$ cat src/hw/slc3_settings.svh
// Word width, register count and opcode codes; include wherever these constants are needed
`ifndef SLC3_SETTINGS_SVH
`define SLC3_SETTINGS_SVH

// Datapath sizing
`define SLC3_WORD_WIDTH 16
`define SLC3_NUM_REGS   8

// Opcode field values of the supported LC-3 subset
`define SLC3_OP_BR    4'b0000
`define SLC3_OP_ADD   4'b0001
`define SLC3_OP_JSR   4'b0100
`define SLC3_OP_AND   4'b0101
`define SLC3_OP_LDR   4'b0110
`define SLC3_OP_STR   4'b0111
`define SLC3_OP_NOT   4'b1001
`define SLC3_OP_JMP   4'b1100
`define SLC3_OP_PAUSE 4'b1101

`endif
$ cat src/hw/slc3Pkg.sv
// Opcode, ALU operation and instruction word types; import into blocks that decode the IR
`default_nettype none

`include "slc3_settings.svh"

package slc3Pkg;

	typedef enum logic [3:0]
	{
		opBr    = `SLC3_OP_BR,
		opAdd   = `SLC3_OP_ADD,
		opJsr   = `SLC3_OP_JSR,
		opAnd   = `SLC3_OP_AND,
		opLdr   = `SLC3_OP_LDR,
		opStr   = `SLC3_OP_STR,
		opNot   = `SLC3_OP_NOT,
		opJmp   = `SLC3_OP_JMP,
		opPause = `SLC3_OP_PAUSE
	} opcodeT;

	// passA routes the first source unchanged, used by JMP and STR
	typedef enum logic [1:0]
	{
		aluAdd   = 2'b00,
		aluAnd   = 2'b01,
		aluNot   = 2'b10,
		aluPassA = 2'b11
	} aluOpT;

	typedef union packed
	{
		// ADD, AND, NOT and JMP layout
		struct packed
		{
			opcodeT     opcode;
			logic [2:0] dr;
			logic [2:0] sr1;
			logic       immFlag;
			// Immediate, or second source in the low three bits
			logic [4:0] src2;
		} operate;
		// LDR, STR, BR and JSR layout
		struct packed
		{
			opcodeT     opcode;
			logic [2:0] drCond;
			logic [2:0] baseR;
			logic [5:0] offset6;
		} offset;
	} instrWordT;

endpackage

`default_nettype wire

$ cat src/hw/slc3Top.sv
// SLC-3 processor top level; connects sequencer, datapath and APB port to the switches
`timescale 1ns/1ns
`default_nettype none

`include "slc3_settings.svh"

module slc3Top import slc3Pkg::*;
(
	input  wire                          Clk,
	input  wire                          Reset,
	input  wire                          Run,
	input  wire                          Continue,
	input  wire [`SLC3_WORD_WIDTH-1:0]   PRData,
	input  wire                          PReady,
	output logic [`SLC3_WORD_WIDTH-1:0]  PAddr,
	output logic                         PSel,
	output logic                         PEnable,
	output logic                         PWrite,
	output logic [`SLC3_WORD_WIDTH-1:0]  PWData,
	output logic                         Paused,
	output logic [`SLC3_WORD_WIDTH-1:0]  IrDisplay
);

	// Sequencer control word
	logic       ldMar;
	logic       ldIr;
	logic       ldBen;
	logic       ldCc;
	logic       ldReg;
	logic       ldPc;
	logic       gatePc;
	logic       gateMdr;
	logic       gateAlu;
	logic       gateMarMux;
	logic [1:0] pcMux;
	logic       drMux;
	logic       sr1Mux;
	logic       sr2Mux;
	logic       addr1Mux;
	logic [1:0] addr2Mux;
	aluOpT      aluOp;

	// Decode feedback and memory handshake
	opcodeT                      opcode;
	logic                        immFlag;
	logic                        ben;
	logic                        memRead;
	logic                        memWrite;
	logic                        memDone;
	logic                        ldMdrMem;
	logic [`SLC3_WORD_WIDTH-1:0] mar;
	logic [`SLC3_WORD_WIDTH-1:0] mdr;
	logic [`SLC3_WORD_WIDTH-1:0] rData;

	controlUnit u_controlUnit
	(
		.Clk        (Clk),
		.Reset      (Reset),
		.Run        (Run),
		.Continue   (Continue),
		.Opcode     (opcode),
		.ImmFlag    (immFlag),
		.Ben        (ben),
		.MemDone    (memDone),
		.LdMar      (ldMar),
		.LdIr       (ldIr),
		.LdBen      (ldBen),
		.LdCc       (ldCc),
		.LdReg      (ldReg),
		.LdPc       (ldPc),
		.GatePc     (gatePc),
		.GateMdr    (gateMdr),
		.GateAlu    (gateAlu),
		.GateMarMux (gateMarMux),
		.PcMux      (pcMux),
		.DrMux      (drMux),
		.Sr1Mux     (sr1Mux),
		.Sr2Mux     (sr2Mux),
		.Addr1Mux   (addr1Mux),
		.Addr2Mux   (addr2Mux),
		.AluOp      (aluOp),
		.MemRead    (memRead),
		.MemWrite   (memWrite),
		.Paused     (Paused)
	);

	datapath u_datapath
	(
		.Clk        (Clk),
		.Reset      (Reset),
		.LdMar      (ldMar),
		.LdIr       (ldIr),
		.LdBen      (ldBen),
		.LdCc       (ldCc),
		.LdReg      (ldReg),
		.LdPc       (ldPc),
		.GatePc     (gatePc),
		.GateMdr    (gateMdr),
		.GateAlu    (gateAlu),
		.GateMarMux (gateMarMux),
		.PcMux      (pcMux),
		.DrMux      (drMux),
		.Sr1Mux     (sr1Mux),
		.Sr2Mux     (sr2Mux),
		.Addr1Mux   (addr1Mux),
		.Addr2Mux   (addr2Mux),
		.AluOp      (aluOp),
		.LdMdrMem   (ldMdrMem),
		.RData      (rData),
		.Opcode     (opcode),
		.ImmFlag    (immFlag),
		.Ben        (ben),
		.Mar        (mar),
		.Mdr        (mdr),
		.IrDisplay  (IrDisplay)
	);

	apbMaster u_apbMaster
	(
		.Clk      (Clk),
		.Reset    (Reset),
		.MemRead  (memRead),
		.MemWrite (memWrite),
		.Mar      (mar),
		.Mdr      (mdr),
		.PRData   (PRData),
		.PReady   (PReady),
		.PAddr    (PAddr),
		.PSel     (PSel),
		.PEnable  (PEnable),
		.PWrite   (PWrite),
		.PWData   (PWData),
		.MemDone  (memDone),
		.LdMdrMem (ldMdrMem),
		.RData    (rData)
	);

endmodule

`default_nettype wire

$ cat src/hw/apbMaster.sv
// APB master; runs one transfer per sequencer request and returns the read word with MemDone
`timescale 1ns/1ns
`default_nettype none

`include "slc3_settings.svh"

module apbMaster
(
	input  wire                          Clk,
	input  wire                          Reset,
	input  wire                          MemRead,
	input  wire                          MemWrite,
	input  wire [`SLC3_WORD_WIDTH-1:0]   Mar,
	input  wire [`SLC3_WORD_WIDTH-1:0]   Mdr,
	input  wire [`SLC3_WORD_WIDTH-1:0]   PRData,
	input  wire                          PReady,
	output logic [`SLC3_WORD_WIDTH-1:0]  PAddr,
	output logic                         PSel,
	output logic                         PEnable,
	output logic                         PWrite,
	output logic [`SLC3_WORD_WIDTH-1:0]  PWData,
	output logic                         MemDone,
	output logic                         LdMdrMem,
	output logic [`SLC3_WORD_WIDTH-1:0]  RData
);

	localparam logic [1:0] idle   = 2'd0;
	localparam logic [1:0] setup  = 2'd1;
	localparam logic [1:0] access = 2'd2;

	logic [1:0] state;
	logic       startXfer;
	logic       endXfer;

	// The request is still high while MemDone is out, so it must not restart
	assign startXfer = (state == idle) && (MemRead || MemWrite) && !MemDone;
	assign endXfer   = (state == access) && PReady;

	always_ff @(posedge Clk or posedge Reset)
	begin
		if (Reset)
		begin
			state    <= idle;
			PSel     <= 1'b0;
			PEnable  <= 1'b0;
			PWrite   <= 1'b0;
			MemDone  <= 1'b0;
			LdMdrMem <= 1'b0;
		end
		else
		begin
			MemDone  <= endXfer;
			LdMdrMem <= endXfer && !PWrite;
			case (state)
				idle:
					if (startXfer)
					begin
						state  <= setup;
						PSel   <= 1'b1;
						PWrite <= MemWrite;
					end
				setup:
				begin
					state   <= access;
					PEnable <= 1'b1;
				end
				access:
					if (PReady)
					begin
						state   <= idle;
						PSel    <= 1'b0;
						PEnable <= 1'b0;
					end
				default:
					state <= idle;
			endcase
		end
	end

	// Address and write data held from setup to the next transfer
	always_ff @(posedge Clk)
	begin
		if (startXfer)
		begin
			PAddr  <= Mar;
			PWData <= Mdr;
		end
		if (endXfer && !PWrite)
			RData <= PRData;
	end

endmodule

`default_nettype wire

$ cat src/hw/datapath.sv
// SLC-3 datapath with registers, ALU, address adder and the shared bus; steered by controlUnit
`timescale 1ns/1ns
`default_nettype none

`include "slc3_settings.svh"

module datapath import slc3Pkg::*;
(
	input  wire                          Clk,
	input  wire                          Reset,
	input  wire                          LdMar,
	input  wire                          LdIr,
	input  wire                          LdBen,
	input  wire                          LdCc,
	input  wire                          LdReg,
	input  wire                          LdPc,
	input  wire                          GatePc,
	input  wire                          GateMdr,
	input  wire                          GateAlu,
	input  wire                          GateMarMux,
	input  wire [1:0]                    PcMux,
	input  wire                          DrMux,
	input  wire                          Sr1Mux,
	input  wire                          Sr2Mux,
	input  wire                          Addr1Mux,
	input  wire [1:0]                    Addr2Mux,
	input  wire aluOpT                   AluOp,
	input  wire                          LdMdrMem,
	input  wire [`SLC3_WORD_WIDTH-1:0]   RData,
	output opcodeT                       Opcode,
	output logic                         ImmFlag,
	output logic                         Ben,
	output logic [`SLC3_WORD_WIDTH-1:0]  Mar,
	output logic [`SLC3_WORD_WIDTH-1:0]  Mdr,
	output logic [`SLC3_WORD_WIDTH-1:0]  IrDisplay
);

	localparam int Width   = `SLC3_WORD_WIDTH;
	localparam int RegIdxW = $clog2(`SLC3_NUM_REGS);

	instrWordT          ir;
	logic [Width-1:0]   pc;
	logic [Width-1:0]   bus;
	logic [Width-1:0]   regFile [`SLC3_NUM_REGS];
	logic [RegIdxW-1:0] drSel;
	logic [RegIdxW-1:0] sr1Sel;
	logic [Width-1:0]   sr1Val;
	logic [Width-1:0]   sr2Val;
	logic [Width-1:0]   aluOut;
	logic [Width-1:0]   addr1;
	logic [Width-1:0]   addr2;
	logic [Width-1:0]   addrSum;
	logic [10:0]        offLow;
	logic               n;
	logic               z;
	logic               p;

	assign Opcode    = ir.operate.opcode;
	assign ImmFlag   = ir.operate.immFlag;
	assign IrDisplay = ir;

	// ------------------------------------------------------------------
	// Register file and operand selection
	// ------------------------------------------------------------------
	assign drSel  = DrMux ? RegIdxW'(`SLC3_NUM_REGS - 1) : ir.operate.dr;
	assign sr1Sel = Sr1Mux ? ir.operate.sr1 : ir.operate.dr;
	assign sr1Val = regFile[sr1Sel];
	assign sr2Val = Sr2Mux ? {{(Width-5){ir.operate.src2[4]}}, ir.operate.src2}
	                       : regFile[ir.operate.src2[RegIdxW-1:0]];

	always_ff @(posedge Clk)
	begin
		if (LdReg)
			regFile[drSel] <= bus;
	end

	always_comb
	begin
		case (AluOp)
			aluAdd:  aluOut = sr1Val + sr2Val;
			aluAnd:  aluOut = sr1Val & sr2Val;
			aluNot:  aluOut = ~sr1Val;
			default: aluOut = sr1Val;
		endcase
	end

	// PC-relative and base-relative addresses
	assign offLow = {ir.offset.drCond[1:0], ir.offset.baseR, ir.offset.offset6};
	assign addr1  = Addr1Mux ? sr1Val : pc;

	always_comb
	begin
		case (Addr2Mux)
			2'd1:    addr2 = {{(Width-6){offLow[5]}}, offLow[5:0]};
			2'd2:    addr2 = {{(Width-9){offLow[8]}}, offLow[8:0]};
			2'd3:    addr2 = {{(Width-11){offLow[10]}}, offLow[10:0]};
			default: addr2 = '0;
		endcase
	end

	assign addrSum = addr1 + addr2;

	// At most one gate drives the bus
	always_comb
	begin
		if (GatePc)
			bus = pc;
		else if (GateMdr)
			bus = Mdr;
		else if (GateAlu)
			bus = aluOut;
		else if (GateMarMux)
			bus = addrSum;
		else
			bus = '0;
	end

	// ------------------------------------------------------------------
	// Architectural registers
	// ------------------------------------------------------------------
	always_ff @(posedge Clk or posedge Reset)
	begin
		if (Reset)
		begin
			pc  <= '0;
			ir  <= '0;
			n   <= 1'b0;
			z   <= 1'b0;
			p   <= 1'b0;
			Ben <= 1'b0;
		end
		else
		begin
			if (LdPc)
				case (PcMux)
					2'd0:    pc <= pc + 1'b1;
					2'd1:    pc <= bus;
					default: pc <= addrSum;
				endcase
			if (LdIr)
				ir <= bus;
			if (LdCc)
			begin
				n <= bus[Width-1];
				z <= (bus == '0);
				p <= !bus[Width-1] && (bus != '0);
			end
			if (LdBen)
				Ben <= (ir.offset.drCond[2] & n) | (ir.offset.drCond[1] & z)
				     | (ir.offset.drCond[0] & p);
		end
	end

	// Memory data comes from a read, otherwise MDR follows the ALU for STR
	always_ff @(posedge Clk)
	begin
		if (LdMar)
			Mar <= bus;
		if (LdMdrMem)
			Mdr <= RData;
		else if (GateAlu)
			Mdr <= bus;
	end

endmodule

`default_nettype wire

$ cat src/hw/controlUnit.sv
// Instruction sequencer FSM; drives the datapath control word and the memory requests
`timescale 1ns/1ns
`default_nettype none

module controlUnit import slc3Pkg::*;
(
	input  wire         Clk,
	input  wire         Reset,
	input  wire         Run,
	input  wire         Continue,
	input  wire opcodeT Opcode,
	input  wire         ImmFlag,
	input  wire         Ben,
	input  wire         MemDone,
	output logic        LdMar,
	output logic        LdIr,
	output logic        LdBen,
	output logic        LdCc,
	output logic        LdReg,
	output logic        LdPc,
	output logic        GatePc,
	output logic        GateMdr,
	output logic        GateAlu,
	output logic        GateMarMux,
	output logic [1:0]  PcMux,
	output logic        DrMux,
	output logic        Sr1Mux,
	output logic        Sr2Mux,
	output logic        Addr1Mux,
	output logic [1:0]  Addr2Mux,
	output aluOpT       AluOp,
	output logic        MemRead,
	output logic        MemWrite,
	output logic        Paused
);

	localparam logic [4:0] halted      = 5'd0;
	localparam logic [4:0] fetchAddr   = 5'd1;
	localparam logic [4:0] fetchRead   = 5'd2;
	localparam logic [4:0] fetchIr     = 5'd3;
	localparam logic [4:0] decode      = 5'd4;
	localparam logic [4:0] pauseHigh   = 5'd5;
	localparam logic [4:0] pauseLow    = 5'd6;
	localparam logic [4:0] execAdd     = 5'd7;
	localparam logic [4:0] execAnd     = 5'd8;
	localparam logic [4:0] execNot     = 5'd9;
	localparam logic [4:0] execBr      = 5'd10;
	localparam logic [4:0] execBrTaken = 5'd11;
	localparam logic [4:0] execJmp     = 5'd12;
	localparam logic [4:0] execJsr     = 5'd13;
	localparam logic [4:0] execJsrJump = 5'd14;
	localparam logic [4:0] ldrAddr     = 5'd15;
	localparam logic [4:0] ldrRead     = 5'd16;
	localparam logic [4:0] ldrWrite    = 5'd17;
	localparam logic [4:0] strAddr     = 5'd18;
	localparam logic [4:0] strMdr      = 5'd19;
	localparam logic [4:0] strWrite    = 5'd20;

	logic [4:0] state;
	logic [4:0] nextState;

	always_ff @(posedge Clk or posedge Reset)
	begin
		if (Reset)
			state <= halted;
		else
			state <= nextState;
	end

	// ------------------------------------------------------------------
	// Next state
	// ------------------------------------------------------------------
	always_comb
	begin
		nextState = state;
		case (state)
			halted:
				if (Run)
					nextState = fetchAddr;
			fetchAddr:
				nextState = fetchRead;
			fetchRead:
				if (MemDone)
					nextState = fetchIr;
			fetchIr:
				nextState = decode;
			decode:
				case (Opcode)
					opAdd:   nextState = execAdd;
					opAnd:   nextState = execAnd;
					opNot:   nextState = execNot;
					opBr:    nextState = execBr;
					opJmp:   nextState = execJmp;
					opJsr:   nextState = execJsr;
					opLdr:   nextState = ldrAddr;
					opStr:   nextState = strAddr;
					opPause: nextState = pauseHigh;
					// Unsupported opcodes are skipped
					default: nextState = fetchAddr;
				endcase
			// Wait for a full press and release of Continue
			pauseHigh:
				if (Continue)
					nextState = pauseLow;
			pauseLow:
				if (!Continue)
					nextState = fetchAddr;
			execBr:
				nextState = Ben ? execBrTaken : fetchAddr;
			execJsr:
				nextState = execJsrJump;
			ldrAddr:
				nextState = ldrRead;
			ldrRead:
				if (MemDone)
					nextState = ldrWrite;
			strAddr:
				nextState = strMdr;
			strMdr:
				nextState = strWrite;
			strWrite:
				if (MemDone)
					nextState = fetchAddr;
			default:
				nextState = fetchAddr;
		endcase
	end

	// ------------------------------------------------------------------
	// Control word with everything inactive unless the state asks for it
	// ------------------------------------------------------------------
	always_comb
	begin
		LdMar      = 1'b0;
		LdIr       = 1'b0;
		LdBen      = 1'b0;
		LdCc       = 1'b0;
		LdReg      = 1'b0;
		LdPc       = 1'b0;
		GatePc     = 1'b0;
		GateMdr    = 1'b0;
		GateAlu    = 1'b0;
		GateMarMux = 1'b0;
		PcMux      = 2'd0;
		DrMux      = 1'b0;
		Sr1Mux     = 1'b0;
		Sr2Mux     = 1'b0;
		Addr1Mux   = 1'b0;
		Addr2Mux   = 2'd0;
		AluOp      = aluAdd;
		MemRead    = 1'b0;
		MemWrite   = 1'b0;
		Paused     = 1'b0;
		case (state)
			// MAR gets PC while PC steps to PC + 1
			fetchAddr:
			begin
				GatePc = 1'b1;
				LdMar  = 1'b1;
				LdPc   = 1'b1;
			end
			fetchRead, ldrRead:
				MemRead = 1'b1;
			fetchIr:
			begin
				GateMdr = 1'b1;
				LdIr    = 1'b1;
			end
			decode:
				LdBen = 1'b1;
			pauseHigh, pauseLow:
				Paused = 1'b1;
			execAdd, execAnd, execNot:
			begin
				Sr1Mux  = 1'b1;
				Sr2Mux  = ImmFlag;
				GateAlu = 1'b1;
				LdReg   = 1'b1;
				LdCc    = 1'b1;
				if (state == execAnd)
					AluOp = aluAnd;
				else if (state == execNot)
					AluOp = aluNot;
			end
			// PC plus the nine-bit offset
			execBrTaken:
			begin
				Addr2Mux = 2'd2;
				PcMux    = 2'd2;
				LdPc     = 1'b1;
			end
			// Base register through the ALU onto the bus
			execJmp:
			begin
				Sr1Mux  = 1'b1;
				AluOp   = aluPassA;
				GateAlu = 1'b1;
				PcMux   = 2'd1;
				LdPc    = 1'b1;
			end
			// Return address into R7
			execJsr:
			begin
				GatePc = 1'b1;
				DrMux  = 1'b1;
				LdReg  = 1'b1;
			end
			execJsrJump:
			begin
				Addr2Mux = 2'd3;
				PcMux    = 2'd2;
				LdPc     = 1'b1;
			end
			// Base register plus six-bit offset into MAR
			ldrAddr, strAddr:
			begin
				Sr1Mux     = 1'b1;
				Addr1Mux   = 1'b1;
				Addr2Mux   = 2'd1;
				GateMarMux = 1'b1;
				LdMar      = 1'b1;
			end
			ldrWrite:
			begin
				GateMdr = 1'b1;
				LdReg   = 1'b1;
				LdCc    = 1'b1;
			end
			// Source register through the ALU into MDR
			strMdr:
			begin
				AluOp   = aluPassA;
				GateAlu = 1'b1;
			end
			strWrite:
				MemWrite = 1'b1;
			default:
			begin
			end
		endcase
	end

endmodule

`default_nettype wire

$ cat config.mk
export PLATFORM = sky130hd
export DESIGN_NAME = slc3Top
export DESIGN_NICKNAME = d
export VERILOG_FILES = /design/src/hw/slc3Pkg.sv /design/src/hw/slc3Top.sv /design/src/hw/apbMaster.sv /design/src/hw/datapath.sv /design/src/hw/controlUnit.sv
export VERILOG_INCLUDE_DIRS = /design/src /design/src/hw
export SDC_FILE = /design/constraint.sdc
export NUM_CORES = 1
export LEC_CHECK = 0
export ABC_AREA = 1
export BUFFER_PORTS_ARGS = -buffer_cell sky130_fd_sc_hd__buf_2
export CAP_MARGIN = 30
export CELL_PAD_IN_SITES_DETAIL_PLACEMENT = 1
export CELL_PAD_IN_SITES_GLOBAL_PLACEMENT = 1
export CORE_ASPECT_RATIO = 2
export CORE_MARGIN = 2
export CORE_UTILIZATION = 40
export CTS_BUF_LIST = sky130_fd_sc_hd__clkbuf_8
export DETAILED_ROUTE_END_ITERATION = 7
export HOLD_SLACK_MARGIN = 0.08
export PLACE_DENSITY_LB_ADDON = 0.1
export SLEW_MARGIN = 20
export SYNTH_ARGS = -nofsm -noshare
export SYNTH_HDL_FRONTEND = slang
export SYNTH_SLANG_ARGS = --single-unit
$ cat constraint.sdc
create_clock -name Clk -period 4.8 [get_ports Clk]
set_input_delay 0.24 -clock Clk [delete_from_list [all_inputs] [get_ports Clk]]
set_output_delay 0.24 -clock Clk [all_outputs]
set_load 0.01 [all_outputs]
# Word-level counts from Yosys, hierarchy flattened
# Memory sizes are Yosys's and may differ from the RTL's.
# Index checks and enable logic that the tools add are counted.
# op_classes
bitwise,7
addsub,3
eq_ne,36
n_mux,51
n_reduce_logical,37
# op_table
operator,count
16-bit 2-to-1 mux,8
16-bit case mux with 3 select lines,2
5-bit case mux with 14 select lines,1
5-bit by 4-bit == test with 1-bit output (second input constant),8
16-bit adder,2
16-bit case mux with 2 select lines,1
5-bit 2-to-1 mux,6
5-bit == test (second input constant),5
5-bit by 3-bit == test with 1-bit output (second input constant),4
1-bit 2-to-1 mux,20
16-bit by 1-bit adder with 16-bit output (second input constant),1
16-bit AND,1
16-bit logical NOT,1
16-bit NOT,1
16-bit nonzero test,1
2-bit OR reduction,7
2-bit case mux with 3 select lines,2
5-bit by 2-bit == test with 1-bit output (second input constant),2
5-bit OR reduction,2
2-bit by 1-bit == test with 1-bit output (second input constant),4
2-bit == test (second input constant),4
2-bit 2-to-1 mux,4
2-bit by 1-bit inequality test with 1-bit output (second input constant),4
2-bit inequality test (second input constant),4
19 further kinds,39
# totals
wordCells,154
ram_bits,128
n_memories,2
mem_bits_ro,80
reg_bits,128
output_inout_bits,52
inputBits,21
# mem_list
memory,words,width,read_ports,rd_clocked_by_memory_dff,wr,line_no,text
u_datapath.regFile,8,16,2,0,1,datapath.sv:44,logic [Width-1:0] regFile [`SLC3_NUM_REGS];
(no name shown),16,5,1,0,0,controlUnit.sv:88,case (Opcode)

# Logic depth before layout (Yosys ltp)
# Gate-level depths: netlist of the first run.
# An unclocked memory read counts as a cell.
# logic_depth
ltp_word,13
depth_mapped,35
ltp_nobuf,33

# Cells and area by module
# Synthesis of the first run repeated with hierarchy kept, for this count alone.
# hier_totals
hier_cells,1815
hier_area_um2,15167.0
# by_module_without_submodules
mod,seq_area_each_um2,area_per_inst_um2,cells_each,n_inst
datapath,5705.5,12645.9,1587,1
apbMaster,1616.6,1719.1,78,1
controlUnit,125.1,802.0,150,1

# Worst setup path before layout of the first run
# No wires, ideal clock.
# synth_timing
path_type,register -> register
from,register u_controlUnit.state[4]
to,register u_datapath.p
n_path_buf,3
setup_ns,0.117
setup_slack_ns,0.404
t_arrival_ns,4.279
stages_incl_launch_ff,35
synth_period_minus_slack_ns,4.396
t_required_ns,4.683
cell_sequence,dfrtp_1 buf_6 inv_2 nand3_1 nor2_1 a21oi_4 nand2_4 nand2_2 nand2_2 buf_6 buf_6 nand2_1 nand3_1 nand3_1 nand2_2 nand2_1 o21ai_0 ha_1 inv_1 fa_1 o21ai_0 a21oi_1 o21ai_0 inv_1 o21a_1 xor2_1 inv_1 nand2_1 nand3_1 nor2_2 nand2_1 nor3_2 nand3_1 nand2_1 nand2_1
# synth_between
elab_chain_cells,13
word_cells_on_any_way,55
cone_classes,add/sub: 2; eq/ne: 18; mux: 20; bitwise: 2; reduce/logical: 12; memory: 1
# synth_rtl
element,line_no,text
from (decl),controlUnit.sv:59,logic [4:0] state;
from (signal assigned),controlUnit.sv:65,state <= halted;
from (signal assigned),controlUnit.sv:67,state <= nextState;
"5-bit by 4-bit == test with 1-bit output, or another cell as far along",controlUnit.sv:154,case (state)
6-bit OR reduction (no line),-,
1-bit 2-to-1 mux,controlUnit.sv:154,
3-bit 2-to-1 mux,datapath.sv:66,assign sr1Sel = Sr1Mux ? ir.operate.sr1 : ir.operate.dr;
memory 8 x 16 bit,-,
16-bit 2-to-1 mux,datapath.sv:89,assign addr1 = Addr1Mux ? sr1Val : pc;
16-bit adder,datapath.sv:101,assign addrSum = addr1 + addr2;
16-bit 2-to-1 mux,datapath.sv:112,else if (GateMarMux)
16-bit 2-to-1 mux,datapath.sv:110,else if (GateAlu)
16-bit 2-to-1 mux,datapath.sv:108,else if (GateMdr)
16-bit 2-to-1 mux,datapath.sv:106,if (GatePc)
16-bit nonzero test / 1-bit logical NOT (equally long branches),datapath.sv:146,p <= !bus[Width-1] && (bus != '0);
1-bit logical AND,datapath.sv:146,
to (signal assigned),datapath.sv:146,
to (decl),datapath.sv:56,logic p;
# Several ways; a longest one is shown, not always the timed one.
# A chain may end at the register's enable or synchronous reset.

# Worst setup path after layout of the first run
# layout_timing
from,register u_controlUnit.state[1]
to,"register u_datapath.Mdr[15], data pin"
# layout_between
elab_chain_cells,13
word_cells_on_any_way,52
cone_classes,add/sub: 2; eq/ne: 18; mux: 21; bitwise: 2; reduce/logical: 8; memory: 1
# layout_rtl
element,line_no,text
"5-bit by 4-bit == test with 1-bit output, or another cell as far along",controlUnit.sv:154,
6-bit OR reduction (no line),-,
1-bit 2-to-1 mux,controlUnit.sv:154,
3-bit 2-to-1 mux,datapath.sv:66,
memory 8 x 16 bit,-,
16-bit 2-to-1 mux,datapath.sv:89,
16-bit adder,datapath.sv:101,
16-bit 2-to-1 mux,datapath.sv:112,
16-bit 2-to-1 mux,datapath.sv:110,
16-bit 2-to-1 mux,datapath.sv:108,
16-bit 2-to-1 mux *,datapath.sv:106,
net u_datapath.bus[15],datapath.sv:43,logic [Width-1:0] bus;
16-bit 2-to-1 mux *,datapath.sv:161,else if (GateAlu)
16-bit 2-to-1 mux *,datapath.sv:159,if (LdMdrMem)
to (signal assigned),datapath.sv:160,Mdr <= RData;
to (signal assigned),datapath.sv:162,Mdr <= bus;
to (decl),datapath.sv:34,"output logic [`SLC3_WORD_WIDTH-1:0] Mdr,"
# The timed path passes the listed nets; every way through them passes the cells marked *. The select of a mux whose other input is x is not followed.

==> results of run 1 <==
worst min-delay path: stages:
cell and delay [ns]:
buf_2 0.07, o311ai_0 0.20, nor2_1 0.17
how the worst max path moves through the flow:
stage,endpoint,depth (start not counted),slack [ns],from
6_report,u_datapath.Mdr[15],29,0.19,u_controlUnit.state[1]
5_1_grt,u_datapath.Mdr[15],30,-0.04,u_controlUnit.state[2]
4_1_cts,u_datapath.pc[13],31,0.01,u_controlUnit.state[4]
3_5_place_dp,u_datapath.p,31,-0.36,u_controlUnit.state[4]
3_3_place_gp,u_datapath.p,29,-0.30,u_controlUnit.state[3]
2_1_floorplan,u_datapath.p,34,0.40,u_controlUnit.state[4]
through the flow:
stage | std cells | setup slack, ns | instance area, sq um
after floorplan | 1690 | 0.404 | 14600
after global placement | 2285 | -0.304 | 16400
after detailed placement | 2285 | -0.361 | 16400
after CTS | 2382 | 0.0124 | 17400
after global routing | 2398 | -0.0436 | 17900
final | 2398 | 0.193 | 17900
where the power goes:
part           leakage (uW)  internal (uW)  total (uW)  switching [uW]
clock network      0.000446            919        1850             930
registers           0.00248           3390        3690             305
logic               0.00486           3280        9120            5840
what timing repair did:
item	in CTS	in global routing
hold endpoints to repair	67	0
endpoints found under the setup margin	61	101
hold buffers	19	0
resized for setup	15	89
gates cloned	0	2
buffers inserted	5	13
pin swaps	3	29
cells by family after synthesis:
family                     after synthesis
AOI/OAI and AO/OA                      339
buffers and inverters                  259
xor gates and xnor gates                17
adders and majority gates               35
muxes                                    1
DFF                                    256
and+or+nand+nor                        783
registers in the layout, indices dropped and copies added, names as in the netlist, 2 cells and up:
register              count
u_datapath.Mdr           16
u_apbMaster.state         2
u_datapath.IrDisplay     16
u_datapath.regFile      128
u_apbMaster.RData        16
u_datapath.pc            16
u_apbMaster.PWData       16
u_controlUnit.state       5
u_apbMaster.PAddr        16
u_datapath.Mar           16
per-layer routing:
metal | vias up | track usage | routed length (um)
li1 | 6222 | - | -
met3 | 181 | 0.0297 | 1640
met2 | 348 | 0.606 | 32900
met5 | - | 0 | 0
met4 | 0 | 0.207 | 4520
met1 | 6685 | 0.287 | 19400
area by class of cell:
class	count	area, sq um
flip-flops and latches	256	7450
inverters	186	708
clock buffers	45	619
fillers	4315	18400
diodes	1	2.50
clock inverters	28	158
multi-input cells	1175	6420
well taps	454	568
repair buffers	253	2000
synth_stat cells, drive strengths merged (10+ instances only):
master,count,area share
a211oi,10,0.0051
a21oi,134,0.047
a22oi,13,0.0067
a31oi,10,0.0043
buf,28,0.016
clkbuf,45,0.012
dfrtp,48,0.082
edfxtp,208,0.43
ha,33,0.028
inv,184,0.048
nand2,462,0.12
nand3,169,0.061
nand4,14,0.011
nor2,102,0.029
nor3,25,0.0089
o21ai,121,0.044
xor2,10,0.0060
==> impl_metrics.json, run 1 <==
{
  "status": "finished clean",
  "syn_avg_cell_area_sq_um": 8.65,
  "final_util": 0.494,
  "grt_max_degree": 73,
  "area_growth_pct": 22.6,
  "final_nets": 1968,
  "die_x_um": 139,
  "drt_first_pass_iters": 4,
  "finClkSkew_ns": 0.0520,
  "min_path_cells": 3,
  "holdWs_ns": 0.146,
  "cp_data_arrival_time_ns": 4.96,
  "hold_end": "u_controlUnit.state[0]",
  "r2r_end": "u_datapath.Mdr[15]",
  "drtAntennaViolNets": 0,
  "finalSetupViolations": 0,
  "cts_root_buffer": "clkbuf_8",
  "worstSetupPathType": "reg2reg",
  "synth_fa_ha_area_frac": 0.0310,
  "grt_first_pass_wirelength_um": 86800,
  "hold_violations": 0,
  "clk_latency_ns": 0.61,
  "core_sq_um": 36300,
  "cp_max_fo": 14,
  "synth_edf_count": 208,
  "io_buffers": 72,
  "cts_tree": "built",
  "final_common_cell": "nand2_1",
  "synth-main-ff-cell": "edfxtp_1",
  "hp-start": "Run",
  "grt_pass1_vias": 14700,
  "antenna_found_initial": 1,
  "synth_top_family_by_area": "simple AND/OR/NAND/NOR gates",
  "ios": 73,
  "die-area_sq_um": 38200,
  "most-common-layout-cells": "nand2_1, edfxtp_1, inv_1",
  "ys_seq_area_frac": 0.509,
  "cp_slowest_cell": "dfrtp_2",
  "ys_ff_latch": 256,
  "rrSetupSlack_ns": 0.19,
  "synth_xor_area_frac": 0.0102,
  "routed_wl_um": 58500,
  "htree_levels": 2,
  "slowest_delay_ns": 0.46,
  "synthCells": 1690,
  "synth.area.mux_share": 0.000685,
  "synth-compound-area-share": 0.136,
  "yosysWarnings": 0,
  "timing.final.crit_period_ns": 4.61,
  "netlist_area_sq_um": 14600,
  "cts.sink_count": 256,
  "start_util": 0.403,
  "final.setup.tns_ns": 0,
  "die_h_um": 274,
  "via_per_inst": 5.60,
  "clockBufferDepth": 3,
  "cp-start-kind": "flop",
  "slew_violations": 0,
  "r2r_start": "u_controlUnit.state[1]",
  "clk_pin_slew_ns": 0.06,
  "synthDistinctLibCells": 60,
  "slew_headroom": 0.475,
  "required_ns": 5.15,
  "worstMarginPinSlew_ns": 0.788,
  "cts_buffers": 40,
  "r2r_cells": 29,
  "synth-simple-area-share": 0.237,
  "post_drt_wl_per_cell_um": 24.4,
  "drive_gt1_frac": 0.219,
  "min_period_over_period": 0.960,
  "crit_top_cell": "nand2_1",
  "cp-end-kind": "flop",
  "hpwl_um": 43600,
  "p_leak_uw": 0.00779,
  "drv_cap": 0,
  "clock.fmax_mhz": 217,
  "power.density_nw_per_um2": 818,
  "num_rows": 99,
  "grt.overflow.total": 0,
  "num_vias": 13400,
  "place_congestion": 0.944,
  "worst-path-buf-inv": 4,
  "synth.net_count": 1746,
  "first_iter_violations": 665,
  "finalPower_uw": 14700,
  "grtUsageTotal": 0.304,
  "drc": 0,
  "hp-class": "in2reg",
  "async_reset_ff_frac": 0.188,
  "ir_drop_v": 0.000387,
  "crit_family": "simple AND/OR/NAND/NOR gates"
}
Note: power is estimated with default switching activity, not from simulation.
==> run 2: changes to the inputs <==
--- a/config.mk
+++ b/config.mk
@@ -6,7 +6,6 @@
 export SDC_FILE = /design/constraint.sdc
 export NUM_CORES = 1
 export LEC_CHECK = 0
-export ABC_AREA = 1
 export BUFFER_PORTS_ARGS = -buffer_cell sky130_fd_sc_hd__buf_2
 export CAP_MARGIN = 30
 export CELL_PAD_IN_SITES_DETAIL_PLACEMENT = 1
@@ -15,6 +14,7 @@
 export CORE_MARGIN = 2
 export CORE_UTILIZATION = 40
 export CTS_BUF_LIST = sky130_fd_sc_hd__clkbuf_8
+export CTS_CLUSTER_DIAMETER = 50
 export DETAILED_ROUTE_END_ITERATION = 7
 export HOLD_SLACK_MARGIN = 0.08
 export PLACE_DENSITY_LB_ADDON = 0.1
==> impl_metrics.json, run 2 <==
{
  "grt_pass1_vias": 13600,
  "hold_violations": 0,
  "hp-class": "in2reg",
  "crit_family": "simple AND/OR/NAND/NOR gates",
  "clockBufferDepth": 3,
  "required_ns": 5.28,
  "cts_tree": "built",
  "cp_data_arrival_time_ns": 5.75,
  "final.fill_count": 3831,
  "fin_ws_ns": -0.470,
  "largest_reg_flops": 128,
  "drv_cap": 0,
  "largest_register": "u_datapath.regFile",
  "worstSetupPathType": "reg2reg",
  "core_sq_um": 35600,
  "synth.most_common_cell": "edfxtp_1",
  "worstMarginPinSlew_ns": 1.03,
  "status": "finished with violations",
  "final_area_sq_um": 19700,
  "num_vias": 12600,
  "drive_gt1_frac": 0.388,
  "first_iter_violations": 695,
  "drtAntennaViolNets": 0,
  "grt_first_pass_wirelength_um": 85700,
  "antenna_found_initial": 1,
  "ios": 73,
  "synth_edf_count": 208,
  "cp-end-kind": "flop",
  "slew_violations": 0,
  "finalSetupViolations": 58,
  "hpwl_um": 43700,
  "grt_max_degree": 49,
  "timing.final.crit_period_ns": 5.27,
  "min_period_over_period": 1.10,
  "power.density_nw_per_um2": 823,
  "area_growth_pct": 37.2,
  "cts.sink_count": 256,
  "async_reset_ff_frac": 0.188,
  "via_per_inst": 5.89,
  "worst-path-buf-inv": 5,
  "synth-main-ff-cell": "edfxtp_1",
  "cp_max_fo": 6,
  "ir_drop_v": 0.000342,
  "p_leak_uw": 0.00788,
  "grtUsageTotal": 0.317,
  "cp_slowest_cell": "dfrtp_2",
  "yosysWarnings": 0,
  "synth_top_cell_by_area": "edfxtp_1",
  "synthDistinctLibCells": 82,
  "slew_headroom": 0.312,
  "die_h_um": 272,
  "die_x_um": 138,
  "instances_no_fill": 2145,
  "most-common-layout-cells": "buf_4, edfxtp_1, nand2_1",
  "ys_ff_latch": 256,
  "post_drt_wl_per_cell_um": 27.8,
  "rrSetupSlack_ns": -0.47,
  "io_buffers": 72,
  "clk_latency_ns": 0.60,
  "grt.overflow.total": 0,
  "syn_avg_cell_area_sq_um": 11.1,
  "cts_root_buffer": "clkbuf_8",
  "ys_seq_area_frac": 0.519,
  "htree_levels": 2,
  "clk_pin_slew_ns": 0.07,
  "synthTopCellsByCount": "edfxtp_1, nand2_1, o21ai_0",
  "drc": 0,
  "clock.fmax_mhz": 190,
  "rsz0062_at_grt": "yes",
  "synth.net_count": 1349,
  "crit_top_cell": "buf_4",
  "final_nets": 1721,
  "finClkSkew_ns": 0.0437,
  "synth_top_area_share": 0.436,
  "start_util": 0.403,
  "die-area_sq_um": 37500,
  "routed_wl_um": 59500,
  "num_rows": 98,
  "holdWs_ns": 0.202,
  "dp_cells": 1986,
  "place_area_sq_um": 17100,
  "synthCells": 1293,
  "cp-start-kind": "flop",
  "place_congestion": 0.990,
  "slowest_delay_ns": 0.46,
  "violations": "setup timing",
  "cts_buffers": 40,
  "synthTopCellsByArea": "edfxtp_1, dfrtp_1, mux4_2",
  "final_common_cell": "buf_4",
  "netlist_area_sq_um": 14300,
  "drt_first_pass_iters": 5
}
run 2: cell count changes after synthesis, sizes merged, moves of 32 or more:
| cell | delta |
|---|---|
| a21oi | -60 |
| inv | -153 |
| mux2i | +37 |
| mux4 | +32 |
| nand2 | -298 |
| nand3 | -106 |
run 2: worst paths after layout:
| check | cells past startpoint | endpoint | startpoint |
|---|---|---|---|
| min in group asynchronous | 4 | u_datapath.IrDisplay[2] | Reset |
| hold reg to reg | 0 | u_apbMaster.PAddr[10] | u_datapath.Mar[10] |
| max in group asynchronous | 4 | u_datapath.IrDisplay[1] | Reset |
| setup / recovery | 27 | u_datapath.p | u_controlUnit.state[1] |
| setup reg to reg | 27 | u_datapath.p | u_controlUnit.state[1] |
| hold / removal | 5 | u_controlUnit.state[0] | Run |
run 2: cells by family after synthesis:
family | count (synthesis) | synth area share
multiplexers | 90 | 0.0936
AND/OR/NAND/NOR | 413 | 0.135
buffers and inverters | 105 | 0.0312
flip-flops | 256 | 0.519
XOR/XNOR | 40 | 0.0244
AO/OA/AOI/OAI | 354 | 0.164
adder cells (fa/ha/maj) | 35 | 0.0316
run 2: layout make-up:
class,count,area (sq um),share of cell area
timing repair inverter,1,7.51,0.000382
timing repair buffer,403,3270,0.166
clock inverter,30,211,0.0107
clock buffer,41,564,0.0287
tap,450,563,0.0286
antenna,1,2.50,0.000127
inverter,31,123,0.00623
multi-input combinational,932,7470,0.380
sequential,256,7450,0.379
run 2: what timing repair did:
| item | in CTS | in global routing |
|---|---|---|
| endpoints found under the hold margin | 68 | 0 |
| setup endpoints to repair | 102 | 150 |
| hold buffers | 19 | 0 |
| buffers inserted | 28 | 44 |
| cloned | 2 | 2 |
| resized for setup | 109 | 135 |
| pin swaps | 44 | 56 |
run 2: metrics by stage:
stage,setup WS [ns],total power (uW),TNS (ns),utilization
6_report,-0.470,16200,-9.92,0.553
5_1_grt,-0.679,16900,-27.13,0.553
4_1_cts,-0.339,14800,-4.90,0.527
3_5_place_dp,-0.617,12100,-17.08,0.480
3_3_place_gp,-0.485,11900,-11.39,0.480
2_1_floorplan,-0.120,8180,-0.120,-
run 2: layer usage:
metal	wire length, um	global-route usage	part of all wire	vias to the layer above
li1	-	-	-	5676
met3	1640	0.0336	0.027	203
met2	31600	0.571	0.53	356
met5	0	0	0	-
met4	5940	0.252	0.10	0
met1	20400	0.323	0.34	6404
run 2: worst reg2reg max path: stages (launching register included):
cell and delay (ns):
dfrtp_2 0.46, nor4b_4 0.34, buf_4 0.18, a31oi_4 0.06
nand2_4 0.16, mux2i_4 0.26, buf_12 0.16, a2111oi_4 0.06
nor4_4 0.30, buf_4 0.19, nand2_2 0.05, nand2_2 0.08
ha_4 0.14, inv_2 0.04, fa_2 0.35, nor2b_1 0.12
o21a_1 0.18, o21ai_2 0.08, buf_4 0.14, a21oi_4 0.18
xnor2_2 0.15, nor2_2 0.07, a211oi_2 0.23, a221oi_2 0.07
nor4_1 0.32, nand4b_1 0.23, or3_1 0.41, and3_1 0.16
run 2: report_power, final:
| group | switching, uW | internal (uW) | total [uW] | leakage [uW] |
|---|---|---|---|---|
| sequential | 408 | 3330 | 3740 | 0.00250 |
| clock | 926 | 924 | 1850 | 0.000443 |
| combinational | 5710 | 4890 | 10600 | 0.00494 |
| total | 7050 | 9150 | 16200 | 0.00788 |
==> run 3: changes to the inputs <==
--- a/config.mk
+++ b/config.mk
@@ -12,12 +12,13 @@
 export CELL_PAD_IN_SITES_GLOBAL_PLACEMENT = 1
 export CORE_ASPECT_RATIO = 2
 export CORE_MARGIN = 2
-export CORE_UTILIZATION = 40
+export CORE_UTILIZATION = 52
 export CTS_BUF_LIST = sky130_fd_sc_hd__clkbuf_8
 export CTS_CLUSTER_DIAMETER = 50
 export DETAILED_ROUTE_END_ITERATION = 7
 export HOLD_SLACK_MARGIN = 0.08
 export PLACE_DENSITY_LB_ADDON = 0.1
+export SETUP_SLACK_MARGIN = 0.05
 export SLEW_MARGIN = 20
 export SYNTH_ARGS = -nofsm -noshare
 export SYNTH_HDL_FRONTEND = slang
==> impl_metrics.json, run 3 <==
{
  "synth.net_count": 1349,
  "num_rows": 86,
  "synth_edf_count": 208,
  "synth.most_common_cell": "edfxtp_1",
  "netlist_area_sq_um": 14300,
  "place_congestion": 0.983,
  "clockBufferDepth": 3,
  "synthTopCellsByCount": "edfxtp_1, nand2_1, o21ai_0",
  "grt_max_degree": 49,
  "cts_root_buffer": "clkbuf_8",
  "grt.overflow.total": 27,
  "status": "did not finish",
  "synth_top_cell_by_area": "edfxtp_1",
  "synth-main-ff-cell": "edfxtp_1",
  "ys_seq_area_frac": 0.519,
  "htree_levels": 2,
  "synthDistinctLibCells": 82,
  "worstEpCategory": "register input",
  "worstEndpointGrtRepair": "u_datapath.p$_DFFE_PP0P_/D",
  "cts_buffers": 37,
  "synthTopCellsByArea": "edfxtp_1, dfrtp_1, mux4_2",
  "syn_avg_cell_area_sq_um": 11.1,
  "post-place-ws_ns": -0.650,
  "cts.sink_count": 256,
  "failed_stage": "global routing (5_1_grt)",
  "grtUsageTotal": 0.650,
  "io_buffers": 72,
  "die_h_um": 239,
  "hpwl_um": 42800,
  "synth_top_area_share": 0.436,
  "yosysWarnings": 0,
  "ios": 73,
  "die_x_um": 121,
  "async_reset_ff_frac": 0.188,
  "start_util": 0.525,
  "tool.error": "[ERROR GRT-0232] Routing congestion too high. Check the congestion heatmap in the GUI.",
  "ys_ff_latch": 256,
  "synthCells": 1293
}
[run 3: cell counts after synthesis]
Identical to the previous run, type by type.
[run 3: cell families after synthesis]
| logic type | after synthesis | share of synthesized area |
|---|---|---|
| buffers and inverters | 105 | 0.0312 |
| AO/OA/AOI/OAI | 354 | 0.164 |
| AND/OR/NAND/NOR | 413 | 0.135 |
| adder cells (fa/ha/maj) | 35 | 0.0316 |
| multiplexers | 90 | 0.0936 |
| flip-flops | 256 | 0.519 |
| XOR/XNOR | 40 | 0.0244 |
[run 3: per-stage QoR]
step	hold WS (ns)	std cells	TNS, ns	cell area (sq um)
3_5_place_dp	0.405	1899	-18.28	17100
3_3_place_gp	0.401	1898	-8.46	17100
2_1_floorplan	0.339	1293	-0.120	14600
4_1_cts	0.131	2026	-9.83	19000
[run 3: timing repair]
item                                    4_1_cts
pin swaps                                    32
endpoints found under the setup margin      138
gates cloned                                  4
hold buffers                                 18
hold endpoints to repair                     66
gates resized for setup                     138
buffers inserted                             39
[run 3: layer usage]
metal	GRT overflow	GRT usage
met1	0	0.685
met4	14	0.637
met3	1	0.372
met2	11	0.868
met5	1	0.118
==> run 4: changes to the inputs <==
--- a/config.mk
+++ b/config.mk
@@ -8,17 +8,10 @@
 export LEC_CHECK = 0
 export BUFFER_PORTS_ARGS = -buffer_cell sky130_fd_sc_hd__buf_2
 export CAP_MARGIN = 30
-export CELL_PAD_IN_SITES_DETAIL_PLACEMENT = 1
-export CELL_PAD_IN_SITES_GLOBAL_PLACEMENT = 1
-export CORE_ASPECT_RATIO = 2
 export CORE_MARGIN = 2
-export CORE_UTILIZATION = 52
-export CTS_BUF_LIST = sky130_fd_sc_hd__clkbuf_8
-export CTS_CLUSTER_DIAMETER = 50
+export CORE_UTILIZATION = 40
 export DETAILED_ROUTE_END_ITERATION = 7
-export HOLD_SLACK_MARGIN = 0.08
-export PLACE_DENSITY_LB_ADDON = 0.1
-export SETUP_SLACK_MARGIN = 0.05
+export PLACE_DENSITY_LB_ADDON = 0.15
 export SLEW_MARGIN = 20
 export SYNTH_ARGS = -nofsm -noshare
 export SYNTH_HDL_FRONTEND = slang
==> impl_metrics.json, run 4 (synthesized netlist as in run 2, its figures left out) <==
{
  "final.setup.tns_ns": -4.72,
  "holdWs_ns": 0.0973,
  "cp-end-kind": "flop",
  "violations": "setup timing",
  "io_buffers": 72,
  "cts.sink_count": 256,
  "clk_latency_ns": 0.58,
  "cp_max_fo": 5,
  "dp_cells": 1998,
  "area_growth_pct": 34.2,
  "final.fill_count": 3043,
  "final_common_cell": "buf_4",
  "timing.final.crit_period_ns": 5.15,
  "grt.overflow.total": 0,
  "drive_gt1_frac": 0.358,
  "first_iter_violations": 1237,
  "power.density_nw_per_um2": 815,
  "instances_no_fill": 2105,
  "status": "finished with violations",
  "drc": 0,
  "place_congestion": 0.972,
  "regArea_sq_um": 7450,
  "clock.fmax_mhz": 194,
  "grt_pass1_vias": 11900,
  "cts_root_buffer": "clkbuf_16",
  "most-common-layout-cells": "buf_4, edfxtp_1, nand2_1",
  "required_ns": 5.27,
  "routed_wl_um": 51000,
  "cts_tree": "built",
  "multi_input_area_sq_um": 7150,
  "ios": 73,
  "drtAntennaViolNets": 0,
  "drv_cap": 0,
  "cp_data_arrival_time_ns": 5.62,
  "diodes": 0,
  "final_nets": 1678,
  "start_util": 0.405,
  "grt_first_pass_wirelength_um": 75400,
  "num_vias": 12300,
  "post_drt_wl_per_cell_um": 24.2,
  "antenna_found_initial": 1,
  "clk_pin_slew_ns": 0.07,
  "drt_first_pass_iters": 5,
  "clockBufferDepth": 3,
  "htree_levels": 1,
  "hp-class": "in2reg",
  "cts_buffers": 28,
  "die-area_sq_um": 37400,
  "via_per_inst": 5.86,
  "die_h_um": 193,
  "cp-start-kind": "flop",
  "fin_ws_ns": -0.352,
  "ir_drop_v": 0.000477,
  "hold_violations": 0,
  "final_util": 0.544,
  "largest_reg_flops": 128,
  "worstSetupPathType": "reg2reg",
  "worstMarginPinSlew_ns": 0.889,
  "finClkSkew_ns": 0.0204,
  "largest_register": "u_datapath.regFile",
  "grt_max_degree": 49,
  "post-place-ws_ns": -0.546,
  "core_sq_um": 35400,
  "die_x_um": 193,
  "num_rows": 69,
  "p_leak_uw": 0.00763,
  "hpwl_um": 36900,
  "grtUsageTotal": 0.266,
  "slew_headroom": 0.403,
  "min_period_over_period": 1.07,
  "finalSetupViolations": 29,
  "rsz0062_at_grt": "yes",
  "slew_violations": 0
}
## run 4: worst max-delay path, cell delays in order, from the launching register on
cell and delay (ns):
dfrtp_1 0.43, and4bb_1 0.34, o21ai_2 0.09, buf_4 0.16, nand2_4 0.10, mux2i_4 0.28, buf_4 0.16, a2111oi_4 0.04
nor4_2 0.27, buf_4 0.19, nand2_2 0.05, nand2_1 0.07, ha_2 0.18, inv_2 0.04, fa_2 0.39, nor2b_1 0.12
o21a_1 0.16, o21ai_2 0.09, a21oi_2 0.20, buf_4 0.16, xnor2_4 0.14, o211ai_1 0.11, a21oi_1 0.19, a211oi_2 0.10
nor4_2 0.23, nand4b_1 0.23, or3_1 0.39, and3_1 0.15
## run 4: per-layer routing
metal | global-route usage | part of all wire | wire, um
met1 | 0.375 | 0.44 | 22300
met2 | 0.420 | 0.46 | 23200
met3 | 0.0389 | 0.073 | 3700
met4 | 0.0933 | 0.035 | 1790
met5 | 0 | 0 | 0
## run 4: path summary, 6_finish.rpt
check / startpoint / cells past startpoint / slack, ns / endpoint
max: u_controlUnit.state[3] / 27 / -0.35 / u_datapath.p
min: Continue / 3 / 0.1 / u_controlUnit.state[1]
max reg2reg: u_controlUnit.state[3] / 27 / -0.35 / u_datapath.p
min reg2reg: u_datapath.Mar[14] / 0 / 0.40 / u_apbMaster.PAddr[14]
max in group asynchronous: Reset / 4 / 3.91 / u_datapath.IrDisplay[0]
min in group asynchronous: Reset / 4 / 0.39 / u_datapath.p
## run 4: final cells by class
cell class	instances	area share
timing repair inverter	1	0.000390
sequential	256	0.387
timing repair buffer	372	0.152
clock inverter	19	0.0151
clock buffer	33	0.0374
multi-input combinational	932	0.372
tap	461	0.0300
inverter	31	0.00637
## run 4: power by group
group / leakage, uW / internal (uW) / switching (uW)
Clock: 0.000486 / 1450 / 918
Sequential: 0.00250 / 3330 / 378
Combinational: 0.00464 / 4320 / 5290
## run 4: repair_timing
action	CTS	global route
buffers inserted	11	25
endpoints found under the setup margin	62	137
gates resized for setup	37	98
hold endpoints to repair	66	0
gates cloned	1	1
hold buffers	18	0
pin swaps	12	26
## run 4: per-stage QoR
| stage | power [uW] | area, sq um |
|---|---|---|
| floorplan | 8180 | 14500 |
| global placement | 12000 | 17100 |
| detailed placement | 12000 | 17100 |
| CTS | 14700 | 18600 |
| global route | 16400 | 19200 |
| finish | 15700 | 19200 |
